File: src/design/icmp_pkg.sv
package icmp_pkg;

  // IPv4 protocol number carried in the IP header
  localparam logic [7:0] ICMP_PROTO = 8'd1;

  // Fixed part of every ICMP message in bytes
  localparam int ICMP_HDR_LEN = 8;

  localparam logic [7:0] TYPE_ECHO_REQ   = 8'd8;
  localparam logic [7:0] TYPE_ECHO_REPLY = 8'd0;

  // One byte per beat, strobes qualify the byte
  typedef struct packed {
    logic [7:0] dat;
    logic       val;
    logic       sof;  // First byte of the frame
    logic       eof;  // Last byte of the frame
    logic       err;  // Frame is corrupt
  } stream_t;

  // Metadata from the IPv4 layer, stable from sof to eof
  typedef struct packed {
    logic [31:0] src_ip;
    logic [31:0] dst_ip;
    logic [7:0]  proto;
    logic [15:0] pld_len;  // ICMP header plus payload bytes
  } ipv4_meta_t;

  // Field order follows the wire order, so a byte shift
  // register of 8 bytes casts straight onto this struct
  typedef struct packed {
    logic [7:0]  icmp_type;
    logic [7:0]  icmp_code;
    logic [15:0] icmp_cks;
    logic [15:0] icmp_id;
    logic [15:0] icmp_seq;
  } icmp_hdr_t;

  // Parsed echo request
  typedef struct packed {
    ipv4_meta_t ipv4;
    icmp_hdr_t  icmp;
  } echo_req_t;

  // Reply descriptor for the transmitter
  typedef struct packed {
    ipv4_meta_t ipv4;
    icmp_hdr_t  icmp;
  } echo_rsp_t;

endpackage : icmp_pkg
File: src/design/icmp_echo_top.sv
`timescale 1ns/100ps

module icmp_echo_top #(
  parameter int MAX_PLD = 64
) (
  input  logic                 clk,
  input  logic                 fsm_rst,
  input  icmp_pkg::stream_t    in_strm,
  input  icmp_pkg::ipv4_meta_t in_meta,
  output icmp_pkg::stream_t    out_strm,
  output icmp_pkg::ipv4_meta_t out_meta,
  output logic                 busy
);

  import icmp_pkg::*;

  localparam int AW = $clog2(MAX_PLD);

  logic          wr_en;
  logic [AW-1:0] wr_addr;
  logic [7:0]    wr_dat;
  logic [AW-1:0] rd_addr;
  logic [7:0]    rd_dat;
  logic          req_val;
  echo_req_t     req;
  logic          start;
  echo_rsp_t     rsp;
  logic          done;

  icmp_rx #(
    .MAX_PLD (MAX_PLD)
  ) i_icmp_rx (
    .clk     (clk),
    .fsm_rst (fsm_rst),
    .busy    (busy),
    .in_strm (in_strm),
    .in_meta (in_meta),
    .wr_en   (wr_en),
    .wr_addr (wr_addr),
    .wr_dat  (wr_dat),
    .req_val (req_val),
    .req     (req)
  );

  icmp_pld_buf #(
    .MAX_PLD (MAX_PLD)
  ) i_icmp_pld_buf (
    .clk     (clk),
    .wr_en   (wr_en),
    .wr_addr (wr_addr),
    .wr_dat  (wr_dat),
    .rd_addr (rd_addr),
    .rd_dat  (rd_dat)
  );

  icmp_echo_ctrl i_icmp_echo_ctrl (
    .clk     (clk),
    .fsm_rst (fsm_rst),
    .req_val (req_val),
    .req     (req),
    .done    (done),
    .busy    (busy),
    .start   (start),
    .rsp     (rsp)
  );

  icmp_tx #(
    .MAX_PLD (MAX_PLD)
  ) i_icmp_tx (
    .clk      (clk),
    .fsm_rst  (fsm_rst),
    .start    (start),
    .rsp      (rsp),
    .rd_addr  (rd_addr),
    .rd_dat   (rd_dat),
    .out_strm (out_strm),
    .out_meta (out_meta),
    .done     (done)
  );

endmodule : icmp_echo_top

File: src/design/icmp_tx.sv
`timescale 1ns/100ps

module icmp_tx #(
  parameter int MAX_PLD = 64
) (
  input  logic                       clk,
  input  logic                       fsm_rst,
  input  logic                       start,
  input  icmp_pkg::echo_rsp_t        rsp,
  output logic [$clog2(MAX_PLD)-1:0] rd_addr,
  input  logic [7:0]                 rd_dat,
  output icmp_pkg::stream_t          out_strm,
  output icmp_pkg::ipv4_meta_t       out_meta,
  output logic                       done
);

  import icmp_pkg::*;

  localparam int          AW      = $clog2(MAX_PLD);
  localparam logic [15:0] HDR_LEN = 16'(ICMP_HDR_LEN);

  logic            run;        // Frame in progress
  logic [15:0]     cnt;        // Index of the next beat to emit
  logic [7:0][7:0] hdr_q;      // Reply header, byte 7 goes out first
  ipv4_meta_t      meta_q;
  logic            last;

  logic            val_q;
  logic            sof_q;
  logic            eof_q;
  logic            pld_sel_q;  // Current beat comes from the buffer
  logic [7:0]      hdr_dat_q;

  assign last = (cnt == meta_q.pld_len - 16'd1);

  // The address runs one beat ahead of the output, which covers
  // the registered read of the buffer
  assign rd_addr = AW'(cnt - HDR_LEN);

  always_ff @(posedge clk) begin
    if (fsm_rst) begin
      run       <= 1'b0;
      cnt       <= '0;
      val_q     <= 1'b0;
      sof_q     <= 1'b0;
      eof_q     <= 1'b0;
      pld_sel_q <= 1'b0;
    end else begin
      val_q     <= run;
      sof_q     <= run && (cnt == '0);
      eof_q     <= run && last;
      pld_sel_q <= run && (cnt >= HDR_LEN);
      if (run) begin
        cnt <= cnt + 16'd1;
        if (last) run <= 1'b0;
      end else if (start) begin
        run <= 1'b1;
        cnt <= '0;
      end
    end
  end

  always_ff @(posedge clk) begin
    if (!run && start) begin
      hdr_q  <= rsp.icmp;
      meta_q <= rsp.ipv4;      // Held until the next reply
    end
    hdr_dat_q <= hdr_q[3'd7 - cnt[2:0]];   // Big-endian header byte order
  end

  always_comb begin
    out_strm.dat = pld_sel_q ? rd_dat : hdr_dat_q;
    out_strm.val = val_q;
    out_strm.sof = sof_q;
    out_strm.eof = eof_q;
    out_strm.err = 1'b0;
    out_meta     = meta_q;
    done         = eof_q;       // Tells the control block the buffer is free
  end

endmodule : icmp_tx

File: src/design/icmp_echo_ctrl.sv
`timescale 1ns/100ps

module icmp_echo_ctrl (
  input  logic                clk,
  input  logic                fsm_rst,
  input  logic                req_val,
  input  icmp_pkg::echo_req_t req,
  input  logic                done,
  output logic                busy,
  output logic                start,
  output icmp_pkg::echo_rsp_t rsp
);

  import icmp_pkg::*;

  logic [16:0] cks_sum;
  logic [15:0] cks_rep;
  logic        take;

  // Type 8 -> 0 drops the first header word by 0x0800,
  // so the stored complement grows by the same amount
  always_comb begin
    cks_sum = {1'b0, req.icmp.icmp_cks} + 17'h0_0800;
    cks_rep = cks_sum[15:0] + 16'(cks_sum[16]); // End-around carry
    take    = req_val && !busy;
  end

  always_ff @(posedge clk) begin
    if (fsm_rst) begin
      busy  <= 1'b0;
      start <= 1'b0;
    end else begin
      start <= take;
      if (done) busy <= 1'b0;     // Free one cycle after the last beat
      else if (take) busy <= 1'b1;
    end
  end

  always_ff @(posedge clk) begin
    if (take) begin
      rsp.ipv4.src_ip    <= req.ipv4.dst_ip; // Reply goes back to the sender
      rsp.ipv4.dst_ip    <= req.ipv4.src_ip;
      rsp.ipv4.proto     <= ICMP_PROTO;
      rsp.ipv4.pld_len   <= req.ipv4.pld_len;
      rsp.icmp.icmp_type <= TYPE_ECHO_REPLY;
      rsp.icmp.icmp_code <= req.icmp.icmp_code;
      rsp.icmp.icmp_cks  <= cks_rep;
      rsp.icmp.icmp_id   <= req.icmp.icmp_id;
      rsp.icmp.icmp_seq  <= req.icmp.icmp_seq;
    end
  end

endmodule : icmp_echo_ctrl

File: src/design/icmp_pld_buf.sv
`timescale 1ns/100ps

module icmp_pld_buf #(
  parameter int MAX_PLD = 64
) (
  input  logic                       clk,
  input  logic                       wr_en,
  input  logic [$clog2(MAX_PLD)-1:0] wr_addr,
  input  logic [7:0]                 wr_dat,
  input  logic [$clog2(MAX_PLD)-1:0] rd_addr,
  output logic [7:0]                 rd_dat
);

  // Holds the payload of the request currently being answered.
  // Readers only fetch offsets below the frame length, so stale
  // bytes from earlier frames never reach the output.
  logic [7:0] mem [0:MAX_PLD-1];

  always_ff @(posedge clk) begin
    if (wr_en) mem[wr_addr] <= wr_dat;
  end

  always_ff @(posedge clk) begin
    rd_dat <= mem[rd_addr]; // Data one cycle after the address
  end

endmodule : icmp_pld_buf

File: src/design/icmp_rx.sv
`timescale 1ns/100ps

module icmp_rx #(
  parameter int MAX_PLD = 64
) (
  input  logic                         clk,
  input  logic                         fsm_rst,
  input  logic                         busy,
  input  icmp_pkg::stream_t            in_strm,
  input  icmp_pkg::ipv4_meta_t         in_meta,
  output logic                         wr_en,
  output logic [$clog2(MAX_PLD)-1:0]   wr_addr,
  output logic [7:0]                   wr_dat,
  output logic                         req_val,
  output icmp_pkg::echo_req_t          req
);

  import icmp_pkg::*;

  localparam int          AW      = $clog2(MAX_PLD);
  localparam logic [15:0] HDR_LEN = 16'(ICMP_HDR_LEN);
  localparam logic [15:0] MAX_LEN = 16'(ICMP_HDR_LEN + MAX_PLD);

  logic            receiving;  // Inside an accepted frame
  logic            err_seen;   // Err beat seen since sof
  logic [15:0]     cnt;        // Bytes taken so far
  logic [7:0][7:0] hdr;        // Header shift register, first byte ends up in [7]
  ipv4_meta_t      meta_q;

  logic            sof_ok;
  logic            beat;
  logic [15:0]     idx;
  logic [7:0][7:0] hdr_nxt;
  ipv4_meta_t      cur_meta;
  logic            err_any;
  logic            len_ok;
  logic            hdr_ok;
  logic            frame_ok;

  always_comb begin
    // A frame is only taken if it is ICMP and the reply path is free
    sof_ok   = in_strm.val && in_strm.sof && (in_meta.proto == ICMP_PROTO) && !busy;
    beat     = in_strm.val && (sof_ok || (receiving && !in_strm.sof));
    idx      = in_strm.sof ? '0 : cnt;       // Byte index of this beat
    cur_meta = in_strm.sof ? in_meta : meta_q;
    hdr_nxt  = (idx < HDR_LEN) ? {hdr[6:0], in_strm.dat} : hdr;
    err_any  = in_strm.err || (!in_strm.sof && err_seen);

    // Evaluated on the eof beat, hdr_nxt already holds the last header byte
    len_ok   = (idx + 16'd1 == cur_meta.pld_len) &&
               (cur_meta.pld_len >= HDR_LEN) &&
               (cur_meta.pld_len <= MAX_LEN);
    hdr_ok   = (hdr_nxt[7] == TYPE_ECHO_REQ) && (hdr_nxt[6] == 8'h00);
    frame_ok = len_ok && hdr_ok && !err_any;
  end

  always_ff @(posedge clk) begin
    if (fsm_rst) begin
      receiving <= 1'b0;
      err_seen  <= 1'b0;
      cnt       <= '0;
      wr_en     <= 1'b0;
      req_val   <= 1'b0;
    end else begin
      req_val <= 1'b0;
      wr_en   <= 1'b0;
      if (in_strm.val && in_strm.sof) receiving <= sof_ok; // New sof restarts or drops
      if (beat) begin
        cnt      <= idx + 16'd1;
        err_seen <= err_any;
        wr_en    <= (idx >= HDR_LEN) && (idx < MAX_LEN); // Payload bytes only
        if (in_strm.eof) begin
          receiving <= 1'b0;
          req_val   <= frame_ok;   // Bad frames vanish here
        end
      end
    end
  end

  always_ff @(posedge clk) begin
    if (sof_ok) meta_q <= in_meta;
    if (beat) begin
      hdr     <= hdr_nxt;
      wr_addr <= AW'(idx - HDR_LEN); // Payload offset
      wr_dat  <= in_strm.dat;
    end
    if (beat && in_strm.eof) begin
      req.ipv4 <= cur_meta;
      req.icmp <= icmp_hdr_t'(hdr_nxt);
    end
  end

endmodule : icmp_rx

File: config.mk
export PLATFORM = sky130hd
export DESIGN_NAME = icmp_echo_top
export DESIGN_NICKNAME = d
export VERILOG_FILES = /design/src/design/icmp_pkg.sv /design/src/design/icmp_echo_top.sv /design/src/design/icmp_tx.sv /design/src/design/icmp_echo_ctrl.sv /design/src/design/icmp_pld_buf.sv /design/src/design/icmp_rx.sv
export SDC_FILE = /design/constraint.sdc
export NUM_CORES = 1
export LEC_CHECK = 0
export ABC_AREA = 1
export BUFFER_PORTS_ARGS = -buffer_cell sky130_fd_sc_hd__buf_2
export CAP_MARGIN = 20
export CORE_ASPECT_RATIO = 1.1
export CORE_MARGIN = 5
export CORE_UTILIZATION = 65
export DETAILED_ROUTE_END_ITERATION = 6
export PLACE_DENSITY = 0.83
export SLEW_MARGIN = 0
export SYNTH_ARGS = -nofsm -noshare
export SYNTH_HDL_FRONTEND = slang
export SYNTH_SLANG_ARGS = --single-unit
export TNS_END_PERCENT = 100
File: constraint.sdc
create_clock -name clk -period 13 [get_ports clk]
set_input_delay 3.25 -clock clk [delete_from_list [all_inputs] [get_ports clk]]
set_output_delay 3.25 -clock clk [all_outputs]
set_load 0.01 [all_outputs]
# == Yosys cells after proc, flatten, opt, wreduce, memory -nomap -nowiden ==
# Memories as Yosys holds them, arrays and structs flattened. A register that Yosys moved wholly into a read port is not among the register bits.
# Index checks and enable logic that the tools add are counted.
# Widths: inputs -> output; s select.
# totals
elab_cells,120
ramBits,512
latch_bits,0
input_bits,102
rom_bits,0
memories,1
ff_bits,625
out_inout_bits,101
# classes
n_eq_ne,4
multipliers,0
n_reduce_logical,30
shift,0
addsub,8
bitwise_logic,2
div_mod_pow,0
n_lt_le_gt_ge,7
muxes,16
# memory_table
memory,words,width,read_ports,rd_ports_with_merged_regs,wr,line_no,source
i_icmp_pld_buf.mem,64,8,1,1,1,icmp_pld_buf.sv:17,logic [7:0] mem [0:MAX_PLD-1];
# op_table
operator,count
$mux 88,1
$mux 64,1
$ge 16x4->1 const B,3
$mux 16,3
$add 16x1->16 const B,2
$eq 16x16->1,2
$bmux 8 s3,1
$logic_and 1x1->1,18
$add 16x12->17 const B,1
$add 16x1->16,1
$le 16x7->1 const B,1
$logic_not 16->1,1
$lt 16x4->1 const B,1
$lt 16x7->1 const B,1
$mux 8,2
$sub 16x1->16 const B,1
$sub 6x4->6 const B,2
$eq 8x1->1 const B,1
$eq 8x4->1 const B,1
$logic_not 8->1,1
$mux 1,8
$logic_not 1->1,4
$lt 3x4->1 const B,1
$reduce_or 2->1,2
5 further kinds,7

# == Depth between registers and ports, before layout ==
# Gate-level depths: netlist of the first run.
# logic_depth
word_depth,7
ltp_mapped,17

# == Modules after synthesis ==
# A second synthesis of the first run with hierarchy kept.
# hier_totals
cells_unflattened,3777
area_unflattened_um2,46649.7
# by_module_without_submodules
mod,cells_each,instances,area_per_inst_um2
icmp_pld_buf,1805,1,21339.2
icmp_rx,1187,1,13489.2
icmp_tx,552,1,7068.0
icmp_echo_ctrl,233,1,4753.3

# == Worst setup path after synthesis of the first run ==
# No wires, ideal clock.
# synth_timing
kind,input port to flip-flop
startpoint,input in_strm[2] (netlist name)
endpoint,register i_icmp_rx.req_val
setup_time_ps,64
path_slack_ps,4824
required_ps,12936
path_stages,15
t_arrival_ps,8112
path_cell_list,buf_6 inv_4 buf_6 buf_6 buf_6 nand2_1 nand2_1 nand2_2 nor2_2 nand2_1 nor2_1 nand2_1 nor2_1 nand4_1 nor2_1
# synth_between
elab_chain_cells,7
word_cells_on_any_way,27
classes_between,add/sub: 1; order compare: 3; eq/ne: 2; mux: 3; bitwise: 1; reduce/logical: 17
# synth_rtl
item,line_no,source
"start, declared",icmp_echo_top.sv:8,"input icmp_pkg::stream_t in_strm,"
$mux 16 or $logic_and 1x1->1 (tied branches),"icmp_rx.sv:44, icmp_rx.sv:42",
$add 16x1->16 (tied with other cells),icmp_rx.sv:50,len_ok = (idx + 16'd1 == cur_meta.pld_len) &&
$eq 16x16->1 (tied with other cells),icmp_rx.sv:50,
$logic_and 1x1->1 (tied with other cells),icmp_rx.sv:50,
$logic_and 1x1->1 (on tied branches),"icmp_rx.sv:51, icmp_rx.sv:43, icmp_rx.sv:53",
$logic_and 1x1->1 or $not 1->1 (tied branches),--,
$logic_and 1x1->1 or $reduce_or 3->1 (tied branches),--,
"end signal, assigned",icmp_rx.sv:74,req_val <= frame_ok;
"end, declared",icmp_rx.sv:14,"output logic req_val,"
# Several ways; a longest one is shown, not always the timed one.
# A chain may end at the register's enable or synchronous reset.

# == Worst setup path in the final report of the first run ==
# Ends and elaborated chain as after synthesis.

==> flow_summary.json, run 1 <==
{
  "area_delta_synth_final_pct": 11.9,
  "drt_iter0_markers": 3525,
  "hold_start": "i_icmp_echo_ctrl.rsp[47]",
  "cts-buffers-inserted": 104,
  "violations": "design-rule violations",
  "insertion_delay_ns": 0.67,
  "hold_class": "register to register",
  "viasPerCell": 6.16,
  "die_height_um": 282,
  "placed_cell_area_um2": 45300,
  "layout.nets": 3512,
  "wirelength_um": 99700,
  "drive_gt1_share_pct": 14.0,
  "die_w_um": 257,
  "power_w": 0.00713,
  "crit_path_end_kind": "register",
  "async_flop_share_pct": 0,
  "cp_max_fo": 87,
  "critPathRequiredTime_ns": 13.59,
  "path_clk_slew_ns": 0.07,
  "worstReg2RegEnd": "i_icmp_pld_buf.rd_dat[6]",
  "yosysWarnings": 0,
  "synth_top_area_share_pct": 74.1,
  "clkPwrFrac_pct": 43.6,
  "io_buffers": 193,
  "dr.pass1.iters": 7,
  "peakVddDrop_mv": 0.145,
  "power.internal_w": 0.00577,
  "p_comb_share_pct": 0.9,
  "rsz0062_at_grt": "no",
  "synth_top_cell_by_area": "edfxtp_1",
  "ant_nets": 0,
  "slowest_delay_ns": 0.68,
  "ctsHoldBuffers": 0,
  "ys_ff_latch": 1137,
  "min_to": "i_icmp_tx.hdr_q[47]",
  "grt.total_usage_pct": 26.9,
  "grt_max_degree": 111,
  "relSlewSlack_pct": 23.3,
  "cts_sinks": 1137,
  "fin_crit_ns": 5.99,
  "r2r-start": "i_icmp_tx.cnt[1]",
  "grt_pass1_vias": 26700,
  "final_common_cell": "edfxtp_1",
  "switching_power_w": 0.00136,
  "start_util_pct": 65.7,
  "switching_share_pct": 19.1,
  "reg2reg_depth": 8,
  "synthTopCellsByArea": "edfxtp_1, nor2_1, nand2_1, o21ai_0, dfxtp_1",
  "synth-edff-count": 1078,
  "synth_area_um2": 43700,
  "tns_ns": 0,
  "path_class": "input pin to register",
  "num_rows": 99,
  "hold-path-cell-count": 0,
  "io_pins": 203,
  "final_max_slew_viol_count": 0,
  "yosysSeqAreaShare_pct": 76.8,
  "drcViolationCount": 1,
  "synth_top_flop_cell": "edfxtp_1",
  "seq_power_share_pct": 55.4,
  "synth_cells": 3234,
  "wl_per_cell_um": 22.9,
  "post-dp-hpwl_um": 58100,
  "reg2reg_slack_ns": 9.57,
  "finalSetupViolCount": 0,
  "drv_cap": 0,
  "cp_slowest_cell": "buf_4",
  "power_density_nw_per_um2": 146,
  "arrival_ns": 6.58,
  "post_cts_buffers": 0,
  "fin_crit_sh_pct": 46.1,
  "routabilityCongestion": 0.890,
  "cts-resized-gates": 0,
  "dieArea_um2": 72500,
  "power_leakage_nw": 17.0,
  "overflow": 0,
  "clock_path_buffers": 3,
  "postLayoutCellArea_um2": 48900,
  "post_synth.cell_area_avg_um2": 13.5,
  "holdWs_ns": 0.409,
  "worst_pin_slew_ns": 1.15,
  "grt_pass1_wl_um": 152000,
  "fmax_ghz": 0.167,
  "cpMostUsedCell": "nor2_1",
  "vias": 26800,
  "antenna_found_initial": 7,
  "path_cells": "buf_4 > buf_4 > nor2_1 > inv_1 > nand2_2 > nor2_4 > nand2_4 > o21ai_0 > nand2_1 > nor2_1 > nand2_1 > nor2_1 > nand4_1 > nor2_1",
  "final_cell_mix": "edfxtp_1, nor2_1, nand2_1",
  "start_kind": "input pin",
  "ys_types": 52,
  "cts_tree": "done",
  "finalClockSkew_ns": 0.0438,
  "root_buffer": "clkbuf_16",
  "status": "finished, violations left",
  "hold_violations": 0,
  "cts_max_level": 3,
  "core-area_um2": 66500
}
-- stage by stage --
stage | std cells | utilization [%] | setup slack [ns]
global route | 4352 | 73.5 | 6.74
finish | 4352 | 73.5 | 7.01
detailed placement | 4150 | 68.1 | 6.40
global placement | 4149 | 68.1 | 6.52
CTS | 4346 | 73.4 | 7.06
floorplan | 3241 | - | 4.82
-- layout make-up --
type	count	area (um2)
flip-flops and latches	1137	33600
fillers	3827	17600
repair buffers	228	1260
clock buffers	130	2840
multi-input cells	1778	8880
inverters	150	574
diodes	5	12.5
well taps	858	1070
clock inverters	66	688
-- critical path, delay by kind of cell --
| kind | cells | cell delay (ns) |
|---|---|---|
| compound gates | 1 | 0.52 |
| simple gates | 10 | 1.74 |
| buf+inv | 3 | 0.98 |
-- power groups by stage --
stage	registers (W)	logic, W	clock network [W]
after floorplan	0.00403	0.0000374	0
after global placement	0.00403	0.0000618	0
after detailed placement	0.00403	0.0000650	0
after CTS	0.00396	0.0000667	0.00314
after global routing	0.00395	0.0000750	0.00331
final	0.00396	0.0000674	0.00311
-- registers in the layout, summed over array words and instances (netlist names), 8 cells and up --
signal	count
i_icmp_echo_ctrl.rsp	136
i_icmp_rx.meta_q	80
i_icmp_pld_buf.rd_dat	8
i_icmp_rx.hdr	64
i_icmp_tx.cnt	16
i_icmp_pld_buf.mem	512
i_icmp_rx.req	136
i_icmp_tx.out_meta	80
i_icmp_rx.wr_dat	8
i_icmp_tx.hdr_dat_q	8
i_icmp_rx.cnt	16
i_icmp_tx.hdr_q	56
-- per-layer routing --
metal  wire (um)  vias up  global-route usage [%]
met4        3750        2                    10.4
li1            -    12000                       -
met2       51100     1653                    46.9
met3        9750      256                    5.13
met5           7        -                       0
met1       35100    12900                    34.1
-- Yosys cell counts, drive strengths merged (2+ instances only) --
| master | count |
|---|---|
| nand2 | 440 |
| o211ai | 3 |
| xnor2 | 10 |
| a21oi | 61 |
| xor2 | 31 |
| ha | 11 |
| nand3 | 146 |
| nor3 | 17 |
| conb | 2 |
| nand4 | 17 |
| o221ai | 33 |
| a31oi | 40 |
| clkinv | 2 |
| inv | 148 |
| a32oi | 8 |
| o21ai | 326 |
| dfxtp | 59 |
| clkbuf | 121 |
| a221oi | 2 |
| a211oi | 5 |
| edfxtp | 1078 |
| o22ai | 82 |
| a21o | 2 |
| a21boi | 2 |
| or2 | 5 |
| mux2 | 50 |
| nor2 | 456 |
| nor3b | 2 |
| nor4 | 12 |
| buf | 55 |
-- worst max-delay path by stage --
| stage | from | end |
|---|---|---|
| floorplan | in_strm[2] | i_icmp_rx.req_val |
| detailed placement | in_strm[2] | i_icmp_rx.req_val |
| global route | in_strm[2] | i_icmp_rx.req_val |
| finish | in_strm[2] | i_icmp_rx.req_val |
| CTS | in_strm[2] | i_icmp_rx.req_val |
| global placement | in_strm[2] | i_icmp_rx.req_val |
-- kinds of logic (layout without fill, tap and decap cells) --
| group | count (synthesis) | after routing | share of synthesized area [%] |
|---|---|---|---|
| other | 2 | 14 | 0.0172 |
| adders and majority gates | 11 | 11 | 0.315 |
| and+or+nand+nor | 1099 | 1099 | 10.3 |
| xor gates and xnor gates | 41 | 41 | 0.822 |
| muxes | 50 | 50 | 1.29 |
| DFF | 1137 | 1137 | 76.8 |
| AOI/OAI and AO/OA | 568 | 568 | 7.36 |
| buffers and inverters | 326 | 574 | 3.08 |
Power figures use the tool's default switching activity.
==> inputs of run 2 (changes only) <==
Settings changed: CORE_UTILIZATION 65 to 55, PLACE_DENSITY 0.83 to 0.74.
Clock period 13 ns to 5.3 ns, I/O delays scaled along.
==> run 2 against run 1 <==
The run now ends clean. Worst setup slack got worse by 5.1 ns. Clock power up 140%. Global-route usage fell by 5.0 points. Final cell count is 4.5% higher. Wire length is 4.8% lower. Critical path type unchanged. Largest power group unchanged.
==> flow_summary.json, run 2 (synthesis results as in run 1) <==
{
  "status": "completed",
  "wl_per_cell_um": 20.9,
  "grt.total_usage_pct": 21.9,
  "peakVddDrop_mv": 0.327,
  "cts_max_level": 3,
  "root_buffer": "clkbuf_16",
  "drcViolationCount": 0,
  "power_density_nw_per_um2": 351,
  "core-area_um2": 78900,
  "critPathRequiredTime_ns": 5.90,
  "drive_gt1_share_pct": 13.7,
  "rsz0062_at_grt": "no",
  "slowest_delay_ns": 0.48,
  "reg2reg_depth": 14,
  "io_pins": 203,
  "fillers": 5783,
  "final_cell_mix": "edfxtp_1, nor2_1, nand2_1",
  "start_kind": "input pin",
  "cp_slowest_cell": "nand2_4",
  "layout.nets": 3524,
  "post-dp-hpwl_um": 57300,
  "clock_path_buffers": 3,
  "top_regs": "i_icmp_pld_buf.mem (512), i_icmp_echo_ctrl.rsp (136), i_icmp_rx.req (136)",
  "worstReg2RegEnd": "i_icmp_echo_ctrl.rsp[46]",
  "fin_crit_ns": 3.35,
  "num_rows": 108,
  "min_to": "i_icmp_tx.hdr_q[19]",
  "relSlewSlack_pct": 31.1,
  "antenna_found_initial": 6,
  "cts_tree": "done",
  "die_w_um": 279,
  "drt_iter0_markers": 2533,
  "place_inst": 4349,
  "holdWs_ns": 0.403,
  "path_class": "input pin to register",
  "post_cts_buffers": 0,
  "final_common_cell": "edfxtp_1",
  "cts-buffers-inserted": 105,
  "final_max_slew_viol_count": 0,
  "power_leakage_nw": 17.0,
  "ctsHoldBuffers": 0,
  "largest_register_ffs": 512,
  "hold_class": "register to register",
  "reg2reg_slack_ns": 2.16,
  "cp_max_fo": 64,
  "routabilityCongestion": 0.885,
  "hold_start": "i_icmp_echo_ctrl.rsp[19]",
  "ant_nets": 0,
  "dieArea_um2": 85200,
  "grt_pass1_wl_um": 146000,
  "path_clk_slew_ns": 0.06,
  "r2r-start": "i_icmp_rx.req[43]",
  "io_buffers": 193,
  "viasPerCell": 5.68,
  "arrival_ns": 3.95,
  "dr.pass1.iters": 7,
  "grt_max_degree": 157,
  "final_util_pct": 62.2,
  "fin_crit_sh_pct": 63.2,
  "drv_cap": 0,
  "area_delta_synth_final_pct": 12.4,
  "start_util_pct": 55.4,
  "finalSetupViolCount": 0,
  "cts-resized-gates": 0,
  "vias": 25800,
  "wirelength_um": 94900,
  "path_cells": "buf_4 > inv_4 > nand2_1 > nand3_2 > nor2_4 > nand2_4 > o21ai_0 > nand2_1 > nor2_1 > nand2_1 > nor2_1 > nand4_1 > nor2_1",
  "overflow": 0,
  "cts_sinks": 1137,
  "insertion_delay_ns": 0.67,
  "hold_violations": 0,
  "die_height_um": 306,
  "crit_path_end_kind": "register",
  "fmax_ghz": 0.299,
  "hold-path-cell-count": 0,
  "top_register": "i_icmp_pld_buf.mem",
  "grt_pass1_vias": 25000,
  "tns_ns": 0,
  "finalClockSkew_ns": 0.0323,
  "final-instance-count-excl-fill": 4549,
  "worst_pin_slew_ns": 1.03
}
==> run 2: metrics by stage <==
| step | setup WS, ns | instance area (um2) | power, W |
|---|---|---|---|
| after global placement | 1.29 | 45700 | 0.0100 |
| after floorplan | 0.322 | 43700 | 0.00999 |
| after global routing | 1.61 | 49100 | 0.0178 |
| after detailed placement | 1.28 | 45700 | 0.0101 |
| after CTS | 1.97 | 49100 | 0.0173 |
| final | 1.95 | 49100 | 0.0172 |
==> run 2: how the worst max path moves through the flow <==
stage	depth (start not counted)	endpoint	slack, ns	from
6_report	13	i_icmp_rx.req_val	1.95	in_strm[2]
3_3_place_gp	13	i_icmp_rx.req_val	1.29	in_strm[2]
2_1_floorplan	10	i_icmp_rx.hdr[0]	0.32	in_strm[2]
3_5_place_dp	13	i_icmp_rx.req_val	1.28	in_strm[2]
4_1_cts	2	out_strm[4]	1.97	i_icmp_tx.pld_sel_q
5_1_grt	13	i_icmp_rx.req_val	1.61	in_strm[2]
==> run 2: area by class of cell <==
type                    instances  area (um2)  area share, %
inverters                     150         576           1.17
multi-input cells            1778        8860           18.0
repair buffers                239        1390           2.83
diodes                          3        7.51         0.0153
clock buffers                 144        2890           5.88
well taps                    1045        1310           2.66
flip-flops and latches       1137       33600           68.4
clock inverters                53         512           1.04
==> run 2: worst max-delay path: cells and delay by family <==
family | cells | cell delay (ns)
buffers and inverters | 2 | 0.41
AOI/OAI and AO/OA | 1 | 0.39
and+or+nand+nor | 10 | 1.77
==> run 2: power breakdown <==
part | internal, W | total (W) | switching, W
Combinational | 0.0000570 | 0.000159 | 0.000102
Clock | 0.00417 | 0.00736 | 0.00319
Sequential | 0.00970 | 0.00970 | 0.000000467
Total | 0.0139 | 0.0172 | 0.00329
==> run 2: metal layers <==
metal	wire length, um	GRT usage [%]	part of all wire (%)
met1	36600	29.4	39
met2	47400	36.9	50
met3	7570	3.81	8.0
met4	3320	7.51	3.5
met5	28	0	0.029
